`config.mk`:
```
export PLATFORM = sky130hd
export DESIGN_NAME = mem_link_bidir
export DESIGN_NICKNAME = d
export VERILOG_FILES = /design/src/hdl/mem_link_pkg.sv /design/src/hdl/link_credit_counter.sv /design/src/hdl/link_rx_fifo.sv /design/src/hdl/mem_link_master.sv /design/src/hdl/mem_link_client.sv /design/src/hdl/mem_link_bidir.sv
export SDC_FILE = /design/constraint.sdc
export NUM_CORES = 1
export LEC_CHECK = 0
export BUFFER_PORTS_ARGS = -buffer_cell sky130_fd_sc_hd__buf_2
export CORE_ASPECT_RATIO = 0.7
export CORE_MARGIN = 2
export CORE_UTILIZATION = 40
export DETAILED_ROUTE_END_ITERATION = 7
export GPL_ROUTABILITY_DRIVEN = 1
export SLEW_MARGIN = 20
export SYNTH_ARGS = -nofsm -noshare
export SYNTH_HDL_FRONTEND = slang
export SYNTH_SLANG_ARGS = --single-unit
```
`constraint.sdc`:
```
create_clock -name clk_i -period 3.3 [get_ports clk_i]
set_input_delay 0.66 -clock clk_i [delete_from_list [all_inputs] [get_ports clk_i]]
set_output_delay 0.66 -clock clk_i [all_outputs]
set_load 0.01 [all_outputs]
```
`src/hdl/mem_link_pkg.sv`:
```
`default_nettype none

package mem_link_pkg;

  // Field widths.
  localparam int CORD_W = 4;
  localparam int ADDR_W = 16;
  localparam int DATA_W = 32;
  localparam int OP_W   = 2;

  localparam int MSG_W  = OP_W + ADDR_W + DATA_W;
  localparam int FLIT_W = 2 * CORD_W + MSG_W;

  // Bit positions inside a message.
  localparam int MSG_DATA_LSB = 0;
  localparam int MSG_ADDR_LSB = DATA_W;
  localparam int MSG_OP_LSB   = DATA_W + ADDR_W;

  // Bit positions inside a flit, dst cord on top.
  localparam int FLIT_SRC_LSB = MSG_W;
  localparam int FLIT_DST_LSB = MSG_W + CORD_W;

  typedef logic [CORD_W-1:0] cord_t;
  typedef logic [ADDR_W-1:0] mem_addr_t;
  typedef logic [DATA_W-1:0] mem_data_t;
  typedef logic [OP_W-1:0]   mem_op_t;

  // {op, addr, data}
  typedef logic [MSG_W-1:0]  mem_msg_t;

  // {dst, src, msg}
  typedef logic [FLIT_W-1:0] flit_t;

  localparam mem_op_t MEM_OP_RD = 2'b00;
  localparam mem_op_t MEM_OP_WR = 2'b01; // Also the write ack opcode.

endpackage

`default_nettype wire

```
`src/hdl/link_credit_counter.sv`:
```
`timescale 1ns/1ns
`default_nettype none

module link_credit_counter
  #(parameter int credits_p = 4)
  (input  logic   clk_i
   , input  logic rst_n_i

   , input  logic send_i   // One flit leaves this cycle.
   , input  logic credit_i // Receiver drained one flit.
   , output logic has_credit_o
   );

  localparam int cnt_w_lp = $clog2(credits_p + 1);

  logic [cnt_w_lp-1:0] credit_cnt_r;

  always_ff @(posedge clk_i) begin
    if (!rst_n_i) begin
      credit_cnt_r <= cnt_w_lp'(credits_p); // Receiver buffer starts empty.
    end else if (send_i && !credit_i) begin
      credit_cnt_r <= credit_cnt_r - cnt_w_lp'(1);
    end else if (credit_i && !send_i) begin
      credit_cnt_r <= credit_cnt_r + cnt_w_lp'(1);
    end
  end

  // Sender may raise valid only with a credit in hand.
  assign has_credit_o = (credit_cnt_r != '0);

endmodule

`default_nettype wire

```
`src/hdl/link_rx_fifo.sv`:
```
`timescale 1ns/1ns
`default_nettype none

module link_rx_fifo
  #(parameter int credits_p = 4)
  (input  logic                  clk_i
   , input  logic                rst_n_i

   , input  mem_link_pkg::flit_t flit_i
   , input  logic                flit_v_i

   , output mem_link_pkg::flit_t flit_o
   , output logic                flit_v_o
   , input  logic                pop_i

   , output logic                credit_o
   );

  import mem_link_pkg::*;

  localparam int ptr_w_lp = $clog2(credits_p);
  localparam int cnt_w_lp = $clog2(credits_p + 1);

  flit_t               mem_r [credits_p];
  logic [ptr_w_lp-1:0] wr_ptr_r;
  logic [ptr_w_lp-1:0] rd_ptr_r;
  logic [cnt_w_lp-1:0] cnt_r;
  logic                pop;
  logic                credit_r;

  // Space is guaranteed by the sender's credits.
  assign pop = pop_i & flit_v_o;

  always_ff @(posedge clk_i) begin
    if (flit_v_i) begin
      mem_r[wr_ptr_r] <= flit_i;
    end
  end

  always_ff @(posedge clk_i) begin
    if (!rst_n_i) begin
      wr_ptr_r <= '0;
      rd_ptr_r <= '0;
      cnt_r    <= '0;
      credit_r <= 1'b0;
    end else begin
      credit_r <= pop; // Credit goes back one cycle after the pop.
      if (flit_v_i) begin
        wr_ptr_r <= (wr_ptr_r == ptr_w_lp'(credits_p - 1)) ? '0 : wr_ptr_r + ptr_w_lp'(1);
      end
      if (pop) begin
        rd_ptr_r <= (rd_ptr_r == ptr_w_lp'(credits_p - 1)) ? '0 : rd_ptr_r + ptr_w_lp'(1);
      end
      case ({flit_v_i, pop})
        2'b10:   cnt_r <= cnt_r + cnt_w_lp'(1);
        2'b01:   cnt_r <= cnt_r - cnt_w_lp'(1);
        default: cnt_r <= cnt_r;
      endcase
    end
  end

  assign flit_o   = mem_r[rd_ptr_r];
  assign flit_v_o = (cnt_r != '0);
  assign credit_o = credit_r;

endmodule

`default_nettype wire

```
`src/hdl/mem_link_master.sv`:
```
`timescale 1ns/1ns
`default_nettype none

module mem_link_master
  #(parameter int credits_p = 4)
  (input  logic                     clk_i
   , input  logic                   rst_n_i

   , input  mem_link_pkg::cord_t    my_cord_i
   , input  mem_link_pkg::cord_t    dst_cord_i

   // Local command side.
   , input  mem_link_pkg::mem_msg_t mem_cmd_i
   , input  logic                   mem_cmd_v_i
   , output logic                   mem_cmd_ready_o

   , output mem_link_pkg::mem_msg_t mem_resp_o
   , output logic                   mem_resp_v_o
   , input  logic                   mem_resp_yumi_i

   // Command link, sending end.
   , output mem_link_pkg::flit_t    cmd_link_data_o
   , output logic                   cmd_link_v_o
   , input  logic                   cmd_link_credit_i

   // Response link, receiving end.
   , input  mem_link_pkg::flit_t    resp_link_data_i
   , input  logic                   resp_link_v_i
   , output logic                   resp_link_credit_o
   );

  import mem_link_pkg::*;

  logic  has_credit;
  logic  cmd_send;
  logic  cmd_accept;
  flit_t cmd_flit_r;
  logic  cmd_flit_v_r;
  flit_t resp_head;

  // Flit waits in the output register until a credit is in hand.
  assign cmd_send        = cmd_flit_v_r & has_credit;
  assign mem_cmd_ready_o = has_credit & (~cmd_flit_v_r | cmd_send);
  assign cmd_accept      = mem_cmd_v_i & mem_cmd_ready_o;

  always_ff @(posedge clk_i) begin
    if (cmd_accept) begin
      cmd_flit_r <= {dst_cord_i, my_cord_i, mem_cmd_i};
    end
  end

  always_ff @(posedge clk_i) begin
    if (!rst_n_i) begin
      cmd_flit_v_r <= 1'b0;
    end else if (cmd_accept) begin
      cmd_flit_v_r <= 1'b1;
    end else if (cmd_send) begin
      cmd_flit_v_r <= 1'b0;
    end
  end

  assign cmd_link_data_o = cmd_flit_r;
  assign cmd_link_v_o    = cmd_send;

  link_credit_counter
    #(.credits_p(credits_p))
    cmd_credits
    (.clk_i(clk_i)
     ,.rst_n_i(rst_n_i)
     ,.send_i(cmd_send)
     ,.credit_i(cmd_link_credit_i)
     ,.has_credit_o(has_credit)
     );

  // Response flits from the client side.
  link_rx_fifo
    #(.credits_p(credits_p))
    resp_fifo
    (.clk_i(clk_i)
     ,.rst_n_i(rst_n_i)
     ,.flit_i(resp_link_data_i)
     ,.flit_v_i(resp_link_v_i)
     ,.flit_o(resp_head)
     ,.flit_v_o(mem_resp_v_o)
     ,.pop_i(mem_resp_yumi_i)
     ,.credit_o(resp_link_credit_o)
     );

  assign mem_resp_o = resp_head[MSG_W-1:0]; // Cords are dropped here.

endmodule

`default_nettype wire

```
`src/hdl/mem_link_client.sv`:
```
`timescale 1ns/1ns
`default_nettype none

module mem_link_client
  #(parameter int credits_p = 4)
  (input  logic                     clk_i
   , input  logic                   rst_n_i

   , input  mem_link_pkg::cord_t    my_cord_i

   // Local memory side.
   , output mem_link_pkg::mem_msg_t mem_cmd_o
   , output logic                   mem_cmd_v_o
   , input  logic                   mem_cmd_yumi_i

   , input  mem_link_pkg::mem_msg_t mem_resp_i
   , input  logic                   mem_resp_v_i
   , output logic                   mem_resp_ready_o

   // Command link, receiving end.
   , input  mem_link_pkg::flit_t    cmd_link_data_i
   , input  logic                   cmd_link_v_i
   , output logic                   cmd_link_credit_o

   // Response link, sending end.
   , output mem_link_pkg::flit_t    resp_link_data_o
   , output logic                   resp_link_v_o
   , input  logic                   resp_link_credit_i
   );

  import mem_link_pkg::*;

  localparam int ptr_w_lp = $clog2(credits_p);
  localparam int cnt_w_lp = $clog2(credits_p + 1);

  flit_t               cmd_head;
  cord_t               cmd_src_cord;
  cord_t               ret_mem_r [credits_p];
  logic [ptr_w_lp-1:0] ret_wr_ptr_r;
  logic [ptr_w_lp-1:0] ret_rd_ptr_r;
  logic [cnt_w_lp-1:0] ret_cnt_r;
  logic                ret_empty;
  logic                ret_bypass;
  logic                ret_wr;
  logic                ret_rd;
  cord_t               ret_cord;
  logic                has_credit;
  logic                resp_send;
  logic                resp_accept;
  flit_t               resp_flit_r;
  logic                resp_flit_v_r;

  link_rx_fifo
    #(.credits_p(credits_p))
    cmd_fifo
    (.clk_i(clk_i)
     ,.rst_n_i(rst_n_i)
     ,.flit_i(cmd_link_data_i)
     ,.flit_v_i(cmd_link_v_i)
     ,.flit_o(cmd_head)
     ,.flit_v_o(mem_cmd_v_o)
     ,.pop_i(mem_cmd_yumi_i)
     ,.credit_o(cmd_link_credit_o)
     );

  assign mem_cmd_o    = cmd_head[MSG_W-1:0];
  assign cmd_src_cord = cmd_head[FLIT_SRC_LSB +: CORD_W];

  // Return-address queue, with a bypass for a same-cycle answer.
  assign ret_empty  = (ret_cnt_r == '0);
  assign ret_bypass = ret_empty & mem_cmd_yumi_i & resp_accept;
  assign ret_wr     = mem_cmd_v_o & mem_cmd_yumi_i & ~ret_bypass;
  assign ret_rd     = resp_accept & ~ret_empty;
  assign ret_cord   = ret_empty ? cmd_src_cord : ret_mem_r[ret_rd_ptr_r];

  always_ff @(posedge clk_i) begin
    if (ret_wr) begin
      ret_mem_r[ret_wr_ptr_r] <= cmd_src_cord;
    end
  end

  always_ff @(posedge clk_i) begin
    if (!rst_n_i) begin
      ret_wr_ptr_r <= '0;
      ret_rd_ptr_r <= '0;
      ret_cnt_r    <= '0;
    end else begin
      if (ret_wr) begin
        ret_wr_ptr_r <= (ret_wr_ptr_r == ptr_w_lp'(credits_p - 1)) ?
                        '0 : ret_wr_ptr_r + ptr_w_lp'(1);
      end
      if (ret_rd) begin
        ret_rd_ptr_r <= (ret_rd_ptr_r == ptr_w_lp'(credits_p - 1)) ?
                        '0 : ret_rd_ptr_r + ptr_w_lp'(1);
      end
      case ({ret_wr, ret_rd})
        2'b10:   ret_cnt_r <= ret_cnt_r + cnt_w_lp'(1);
        2'b01:   ret_cnt_r <= ret_cnt_r - cnt_w_lp'(1);
        default: ret_cnt_r <= ret_cnt_r;
      endcase
    end
  end

  assign resp_send        = resp_flit_v_r & has_credit;
  assign mem_resp_ready_o = has_credit & (~resp_flit_v_r | resp_send);
  assign resp_accept      = mem_resp_v_i & mem_resp_ready_o;

  always_ff @(posedge clk_i) begin
    if (resp_accept) begin
      resp_flit_r <= {ret_cord, my_cord_i, mem_resp_i}; // Back to the requester.
    end
  end

  always_ff @(posedge clk_i) begin
    if (!rst_n_i) begin
      resp_flit_v_r <= 1'b0;
    end else if (resp_accept) begin
      resp_flit_v_r <= 1'b1;
    end else if (resp_send) begin
      resp_flit_v_r <= 1'b0;
    end
  end

  link_credit_counter
    #(.credits_p(credits_p))
    resp_credits
    (.clk_i(clk_i)
     ,.rst_n_i(rst_n_i)
     ,.send_i(resp_send)
     ,.credit_i(resp_link_credit_i)
     ,.has_credit_o(has_credit)
     );

  assign resp_link_data_o = resp_flit_r;
  assign resp_link_v_o    = resp_send;

endmodule

`default_nettype wire

```
`src/hdl/mem_link_bidir.sv`:
```
`timescale 1ns/1ns
`default_nettype none

module mem_link_bidir
  #(parameter int credits_p = 4)
  (input  logic                     clk_i
   , input  logic                   rst_n_i

   , input  mem_link_pkg::cord_t    my_cord_i
   , input  mem_link_pkg::cord_t    dst_cord_i

   // Master side, toward the cache controller.
   , input  mem_link_pkg::mem_msg_t mem_cmd_i
   , input  logic                   mem_cmd_v_i
   , output logic                   mem_cmd_ready_o

   , output mem_link_pkg::mem_msg_t mem_resp_o
   , output logic                   mem_resp_v_o
   , input  logic                   mem_resp_yumi_i

   // Client side, toward the memory.
   , output mem_link_pkg::mem_msg_t mem_cmd_o
   , output logic                   mem_cmd_v_o
   , input  logic                   mem_cmd_yumi_i

   , input  mem_link_pkg::mem_msg_t mem_resp_i
   , input  logic                   mem_resp_v_i
   , output logic                   mem_resp_ready_o

   // Command link.
   , input  mem_link_pkg::flit_t    cmd_link_data_i
   , input  logic                   cmd_link_v_i
   , output logic                   cmd_link_credit_o
   , output mem_link_pkg::flit_t    cmd_link_data_o
   , output logic                   cmd_link_v_o
   , input  logic                   cmd_link_credit_i

   // Response link.
   , input  mem_link_pkg::flit_t    resp_link_data_i
   , input  logic                   resp_link_v_i
   , output logic                   resp_link_credit_o
   , output mem_link_pkg::flit_t    resp_link_data_o
   , output logic                   resp_link_v_o
   , input  logic                   resp_link_credit_i
   );

  mem_link_master
    #(.credits_p(credits_p))
    master_link
    (.clk_i(clk_i)
     ,.rst_n_i(rst_n_i)
     ,.my_cord_i(my_cord_i)
     ,.dst_cord_i(dst_cord_i)
     ,.mem_cmd_i(mem_cmd_i)
     ,.mem_cmd_v_i(mem_cmd_v_i)
     ,.mem_cmd_ready_o(mem_cmd_ready_o)
     ,.mem_resp_o(mem_resp_o)
     ,.mem_resp_v_o(mem_resp_v_o)
     ,.mem_resp_yumi_i(mem_resp_yumi_i)
     ,.cmd_link_data_o(cmd_link_data_o)   // Forward command traffic.
     ,.cmd_link_v_o(cmd_link_v_o)
     ,.cmd_link_credit_i(cmd_link_credit_i)
     ,.resp_link_data_i(resp_link_data_i)
     ,.resp_link_v_i(resp_link_v_i)
     ,.resp_link_credit_o(resp_link_credit_o) // Credits for responses.
     );

  mem_link_client
    #(.credits_p(credits_p))
    client_link
    (.clk_i(clk_i)
     ,.rst_n_i(rst_n_i)
     ,.my_cord_i(my_cord_i)
     ,.mem_cmd_o(mem_cmd_o)
     ,.mem_cmd_v_o(mem_cmd_v_o)
     ,.mem_cmd_yumi_i(mem_cmd_yumi_i)
     ,.mem_resp_i(mem_resp_i)
     ,.mem_resp_v_i(mem_resp_v_i)
     ,.mem_resp_ready_o(mem_resp_ready_o)
     ,.cmd_link_data_i(cmd_link_data_i)
     ,.cmd_link_v_i(cmd_link_v_i)
     ,.cmd_link_credit_o(cmd_link_credit_o)
     ,.resp_link_data_o(resp_link_data_o)
     ,.resp_link_v_o(resp_link_v_o)
     ,.resp_link_credit_i(resp_link_credit_i)
     );

endmodule

`default_nettype wire

```
# Word level (Yosys, flattened, before mapping)
# Memories as Yosys holds them, arrays and structs flattened. A register that Yosys moved wholly into a read port is not among the register bits.
# Cells that the tools add are included.
[classes] n_addsub=16 n_eq_ne=12 muxes=30 bitwise=18 n_reduce_logical=20
[op_table] operator="2-bit two-way mux" count=12
[op_table] operator="2-bit == test, second input constant" count=9
[op_table] operator="3-bit one-hot mux with 2 select lines" count=3
[op_table] operator="3-bit by 1-bit adder with 3-bit output, second input constant" count=5
[op_table] operator="3-bit by 1-bit subtractor with 3-bit output, second input constant" count=5
[op_table] operator="2-bit nonzero test" count=7
[op_table] operator="2-bit by 1-bit adder with 2-bit output, second input constant" count=6
[op_table] operator="1-bit AND" count=12
[op_table] operator="3-bit two-way mux" count=4
[op_table] operator="3-bit nonzero test" count=4
[op_table] operator="1-bit two-way mux" count=10
[op_table] operator="2-bit by 1-bit == test with 1-bit output, second input constant" count=3
[op_table] operator="1-bit logical AND" count=4
[op_table] operator="1-bit logical NOT" count=4
[op_table] operator="4-bit two-way mux" count=1
[op_table] operator="1-bit inverter" count=4
[op_table] operator="3-bit logical NOT" count=1
[op_table] operator="1-bit bitwise OR" count=2
[word_totals] reg_bits=147 ramBits=480 input_bits=234 output_inout_bits=224 word_cells=116 memories=3
[mem_list] name="client_link.cmd_fifo.mem_r" depth=4 width=58 read_ports=1 rd_ports_with_merged_regs=1 write_ports=1 line="link_rx_fifo.sv:24" rtl="flit_t mem_r [credits_p];"
[mem_list] name="master_link.resp_fifo.mem_r" depth=4 width=58 read_ports=1 rd_ports_with_merged_regs=1 write_ports=1 line="link_rx_fifo.sv:24"
[mem_list] name="client_link.ret_mem_r" depth=4 width=4 read_ports=1 rd_ports_with_merged_regs=1 write_ports=1 line="mem_link_client.sv:38" rtl="cord_t ret_mem_r [credits_p];"

# Longest topological paths before layout
[depth] ltp_word=10 ltp_mapped=10 mapped_depth_nobuf=10

# By module
# From an unflattened synthesis, not the netlist that was laid out.
[hier_totals] hier_cells=947 area_unflattened_um2=22810.6
[by_module_without_submodules] mod="link_rx_fifo" n_inst=2 cells_per_inst=356 area_each_um2=8887.3 seq_area_each_um2=7166.9
[by_module_without_submodules] mod="mem_link_client" n_inst=1 cells_per_inst=141 area_each_um2=2922.8 seq_area_each_um2=2422.3
[by_module_without_submodules] mod="mem_link_master" n_inst=1 cells_per_inst=64 area_each_um2=1795.5 seq_area_each_um2=1761.7
[by_module_without_submodules] mod="link_credit_counter" n_inst=2 cells_per_inst=15 area_each_um2=158.9 seq_area_each_um2=60.1

# Least setup slack after synthesis
# OpenSTA, ideal clock, no wires.
[synth_timing] path_type="input-to-reg" startpoint="input mem_resp_v_i" endpoint="register client_link.ret_cnt_r[2]" setup_time_ns=0.070 arrival_time_ns=3.366 t_required_ns=3.230 path_slack_ns=-0.136 stages=10 n_path_buf=0 cell_sequence="o31ai_4 > inv_1 > a21oi_4 > inv_1 > ha_1 > inv_1 > fa_1 > xor2_1 > or3_1 > a21oi_1"
[synth_between] elab_chain_len=6 elab_cells_between_ends=9 classes_between="2 x eq/ne; 1 x mux; 5 x bitwise; 1 x reduce/logical"
[synth_rtl] element="start: declaration" line="mem_link_bidir.sv:27" rtl=", input logic mem_resp_v_i"
[synth_rtl] element="1-bit AND (*)" line="mem_link_client.sv:106" rtl="assign resp_accept = mem_resp_v_i & mem_resp_ready_o;"
[synth_rtl] element="named net client_link.resp_accept" line="mem_link_client.sv:49" rtl="logic resp_accept;"
[synth_rtl] element="1-bit AND" line="mem_link_client.sv:71" rtl="assign ret_bypass = ret_empty & mem_cmd_yumi_i & resp_accept;"
[synth_rtl] element="1-bit inverter" line="mem_link_client.sv:72" rtl="assign ret_wr = mem_cmd_v_o & mem_cmd_yumi_i & ~ret_bypass;"
[synth_rtl] element="1-bit AND" line="mem_link_client.sv:72"
[synth_rtl] element="2-bit by 1-bit == test with 1-bit output / 2-bit == test (equally long branches)" line="mem_link_client.sv:96" rtl="case ({ret_wr, ret_rd})"
[synth_rtl] element="3-bit one-hot mux with 2 select lines / 2-bit nonzero test (equally long branches)"
[synth_rtl] element="end signal: assignment" line="mem_link_client.sv:97" rtl="2'b10: ret_cnt_r <= ret_cnt_r + cnt_w_lp'(1);"
[synth_rtl] element="end signal: assignment" line="mem_link_client.sv:98" rtl="2'b01: ret_cnt_r <= ret_cnt_r - cnt_w_lp'(1);"
[synth_rtl] element="end signal: assignment" line="mem_link_client.sv:99" rtl="default: ret_cnt_r <= ret_cnt_r;"
[synth_rtl] element="end: declaration" line="mem_link_client.sv:41" rtl="logic [cnt_w_lp-1:0] ret_cnt_r;"
# The timed path passes the listed nets; every way through them passes the cells marked *.
# A chain may end at the register's enable or synchronous reset.

==> results.md <==
Pwr:
- The clock network burns 33.8% of the power.
- Cell internal power was estimated by the tool at 13500 µW.
- The worst supply voltage drop on vdd is 0.419 mV.
- The proportion of total power due to net switching is 24.6%.
- Combinational logic is responsible for 16.4% of the overall power.
- The cell leakage power is 0.00925 µW.
- Summed over all nets, the switching power comes to 4380 µW.
- The share of total power dissipated in sequential elements is 49.8%.
- Power spread over the standard cell area amounts to 688 nW/µm².

Clock tree:
- The clock buffer count from CTS is 54.
- The H-tree depth is 2.
- The number of gates given a new drive strength after cts is 0.
- The master cell of the clock root buffer is clkbuf_16.
- After clock tree synthesis, the setup repair step added 0 buffers.
- The number of hold buffers added after CTS is 0.
- The CTS tree is yes.
- The count of clock tree sinks is 585.
- The clock latency at the later pin of the worst-skew pair is 590 ps.
- Counting along the longest clock path gives a buffer depth of 3.
- The clock-pin slew of the registers on the worst-case setup and hold paths is 70 ps.

Floorplan:
- The initial utilization of the core area, before any placement, comes to 40.7%.
- The area of the core region is 52500 µm².
- Row generation in the floorplan step produced 70 rows.
- The die height is 197 µm.
- The width of the die is 280 µm.
- In this run the count of I/O pins placed on the die edge is 458.
- The die footprint is 55300 µm².

Synthesis:
- The cell count after synthesis is 939.
- The synthesized area per cell is 22.7 µm².
- The top flip-flop cell by instance count after synthesis is edfxtp_1.
- The number of enable flip-flop cells after synthesis is 548.
- The part of the Yosys area used for sequential elements is 80.5%.
- Synthesis produced a netlist with a net count of 1198.
- For this run, asynchronously set or reset flops after synthesis account for 0%.
- The area of the mapped netlist is 21300 µm².
- The count of synthesis-stage warnings from yosys is 0.
- The synthesized netlist contains 29 unique library cells.
- Synthesis inferred 585 register bits.

Layout:
- In the layout the commonest cells are edfxtp_1, buf_2, mux4_2.
- Cells fill 49.5% of the core in the end.
- The area growth from synthesis to layout is 21.5%.
- The leading cell type in the layout, fill and taps excluded is edfxtp_1.
- The post-route netlist has 47.3% of its cells at a drive strength greater than 1.
- The net count of the finished layout is 1642.

Timing:
- The final hold violation count came to 0.
- Derived from the worst setup path, the maximum achievable clock frequency is 0.350 GHz.
- At the pin with the least slew margin, the transition time is 808 ps.
- The final setup TNS is 0 ps.
- Setup repair after global routing left no endpoint under its margin.
- Clock skew on the completed layout was measured at 20.4 ps.
- In this run the tightest slew margin relative to its limit is 46.1%.
- The number of slew-limit violations in the final report is 0.
- Of the available clock period, the critical path in the final layout requires 86.6%.
- Setup violations remaining at the end of the flow were counted as 0.
- The final critical-path required period is 2860 ps.

Global routing:
- Entering global routing, the biggest net connects 60 pins.
- The initial antenna violation count is 8.
- The number of global-route vias before repair was 10400.
- After global routing the overflow that remains totals 0.
- The combined global-route utilization of all metal layers is 15.4%.
- The first-pass GRT wire length is 64.1 mm.

Setup path:
- The cell with the biggest individual delay on the critical path is dfxtp_4.
- The reg-to-reg endpoint is client_link.ret_cnt_r[2]$_SDFFE_PN0P_.
- The delay contributed by the slowest stage of the critical path is 590 ps.
- The buffer and inverter count on the worst path is 2.
- Data on the critical path is required at its endpoint by 2640 ps.
- In this run the number of cells on the critical path is 3.
- The highest fanout seen on the critical path is 19.
- In this run the critical register-to-register path is launched from client_link.cmd_fifo.cnt_r[2]$_SDFFE_PN0P_.
- By startpoint and endpoint, the worst setup path is classified as reg2out.
- Grouping stages by cell kind, the critical path spends the most delay in flip-flops.
- The endpoint kind of the worst setup timing path is a primary output.
- The count of cells along the worst register-to-register path is 9.
- The arrival time at the worst endpoint is 2200 ps.
- The signal on the critical path passes through buf_4, mux4_2, buf_2.
- The register-to-register setup slack is 920 ps.
- STA classifies the critical path startpoint as a flop.

Worst hold path:
- The worst min-delay path endpoint is client_link.resp_link_data_o[45]$_DFFE_PN_.
- The hold path startpoint is mem_resp_i[45].
- Along the worst hold path, the cell count comes to 1.
- The min-delay analysis places its worst path in the category in2reg.

Placement:
- During placement, the flow inserted port buffers numbering 445.
- The placer congestion estimate is 0.789.
- The HPWL after detailed placement is 28.4 mm.

Route:
- The routed design has 43.1 mm of wire.
- Dividing the detail-routed wire length by the instance count gives 20.4 µm.
- The number of iterations in the first detailed-routing pass is 6.
- The detail route stage leaves a number of antenna-violating nets equal to 0.
- The total DRC errors in the routed layout is 0.
- The DRC violation total after the first TritonRoute iteration is 520.
- The via count of the routed design is 10200.
- The mean number of vias per cell is 4.82.

Outcome:
- The run finished with clean final reports.

Run:
- The count of max-cap constraint violations is 0.
[cell families after synthesis]
group / count (synthesis) / share of synthesized area (%)
AND/OR/NAND/NOR: 65 / 1.55
buffers and inverters: 109 / 2.98
XOR/XNOR: 10 / 0.410
adder cells (fa/ha/maj): 25 / 1.64
AO/OA/AOI/OAI: 26 / 0.867
multiplexers: 119 / 12.0
flip-flops: 585 / 80.5
[cell type report]
type,count,area (µm²)
Fill cell,4279,26500
Sequential cell,585,17200
Multi-Input combinational cell,245,3530
Timing Repair Buffer,465,2510
Clock buffer,71,1450
Tap cell,684,856
Clock inverter,28,267
Inverter,32,124
Antenna cell,2,5.00
[worst max path at each step]
stage            startpoint                                     to  slack [ps]
2_1_floorplan  mem_resp_v_i  client_link.ret_cnt_r[2]$_SDFFE_PN0P_         240
3_3_place_gp   mem_resp_v_i  client_link.ret_cnt_r[2]$_SDFFE_PN0P_         870
3_5_place_dp   mem_resp_v_i  client_link.ret_cnt_r[2]$_SDFFE_PN0P_         860
4_1_cts                flop                          mem_cmd_o[47]         330
5_1_grt                flop                          mem_cmd_o[46]         280
6_report               flop                          mem_cmd_o[47]         440
[metrics by stage]
stage	hold slack, ps	setup slack [ps]	instances	instance area, µm²	total power (µW)
after floorplan	448	242	939	21400	11100
after global placement	461	867	2011	24200	12000
after detailed placement	475	855	2011	24200	12100
after CTS	197	330	2110	25900	18100
after global routing	206	279	2110	25900	18700
final	244	443	2112	25900	17800
[registers in the layout (all words and copies together), names as in the netlist, named ones only]
register	count
client_link.cmd_fifo.wr_ptr_r	2
client_link.ret_rd_ptr_r	2
master_link.cmd_link_data_o	58
master_link.resp_fifo.credit_o	1
master_link.cmd_credits.credit_cnt_r	3
client_link.ret_wr_ptr_r	2
master_link.resp_fifo.cnt_r	3
client_link.resp_link_data_o	58
master_link.cmd_flit_v_r	1
master_link.resp_fifo.rd_ptr_r	2
client_link.ret_cnt_r	3
master_link.resp_fifo.mem_r	200
client_link.ret_mem_r	16
client_link.cmd_fifo.credit_o	1
client_link.resp_flit_v_r	1
master_link.resp_fifo.wr_ptr_r	2
client_link.cmd_fifo.rd_ptr_r	2
client_link.resp_credits.credit_cnt_r	3
client_link.cmd_fifo.cnt_r	3
client_link.cmd_fifo.mem_r	216
[cell usage after synthesis (all sizes together) (4+ instances only)]
cell    number  share of area (%)
a21oi       16               0.43
mux2         4               0.28
nand2        8               0.14
clkbuf      11               0.19
ha          20                1.2
fa           5               0.47
or3         11               0.32
o21ai        6               0.14
nor2        25               0.44
dfxtp       37                3.5
and2        14               0.41
buf         66                2.2
edfxtp     548                 77
mux2i        7               0.33
mux4       108                 11
inv         32               0.56
xor2        10               0.41
[per-layer routing]
layer	share of wire, %	wire [µm]	GRT usage [%]	vias to the layer above
met1	41	17900	19.9	5165
met4	1.9	799	4.26	10
met2	49	21000	25.1	299
met5	0.14	61	0	-
met3	7.8	3350	5.04	68
li1	-	-	-	4628
[worst register-to-register path, delay by kind of cell (launching register included)]
kind            cells  cell delay, ps
compound gates      3             820
xor+xnor            1             160
fa+ha+maj           2             550
buf+inv             2             150
flops               1             350
simple gates        1             300
[power by group through the flow]
stage	Combinational, µW	Sequential, µW	Clock [µW]
4_1_cts	3010	8900	6240
3_3_place_gp	2960	9040	0
6_report	2930	8880	6030
3_5_place_dp	2990	9060	0
2_1_floorplan	2070	9000	0
5_1_grt	3190	8940	6520
No activity file was read; power rests on OpenSTA's default activity.
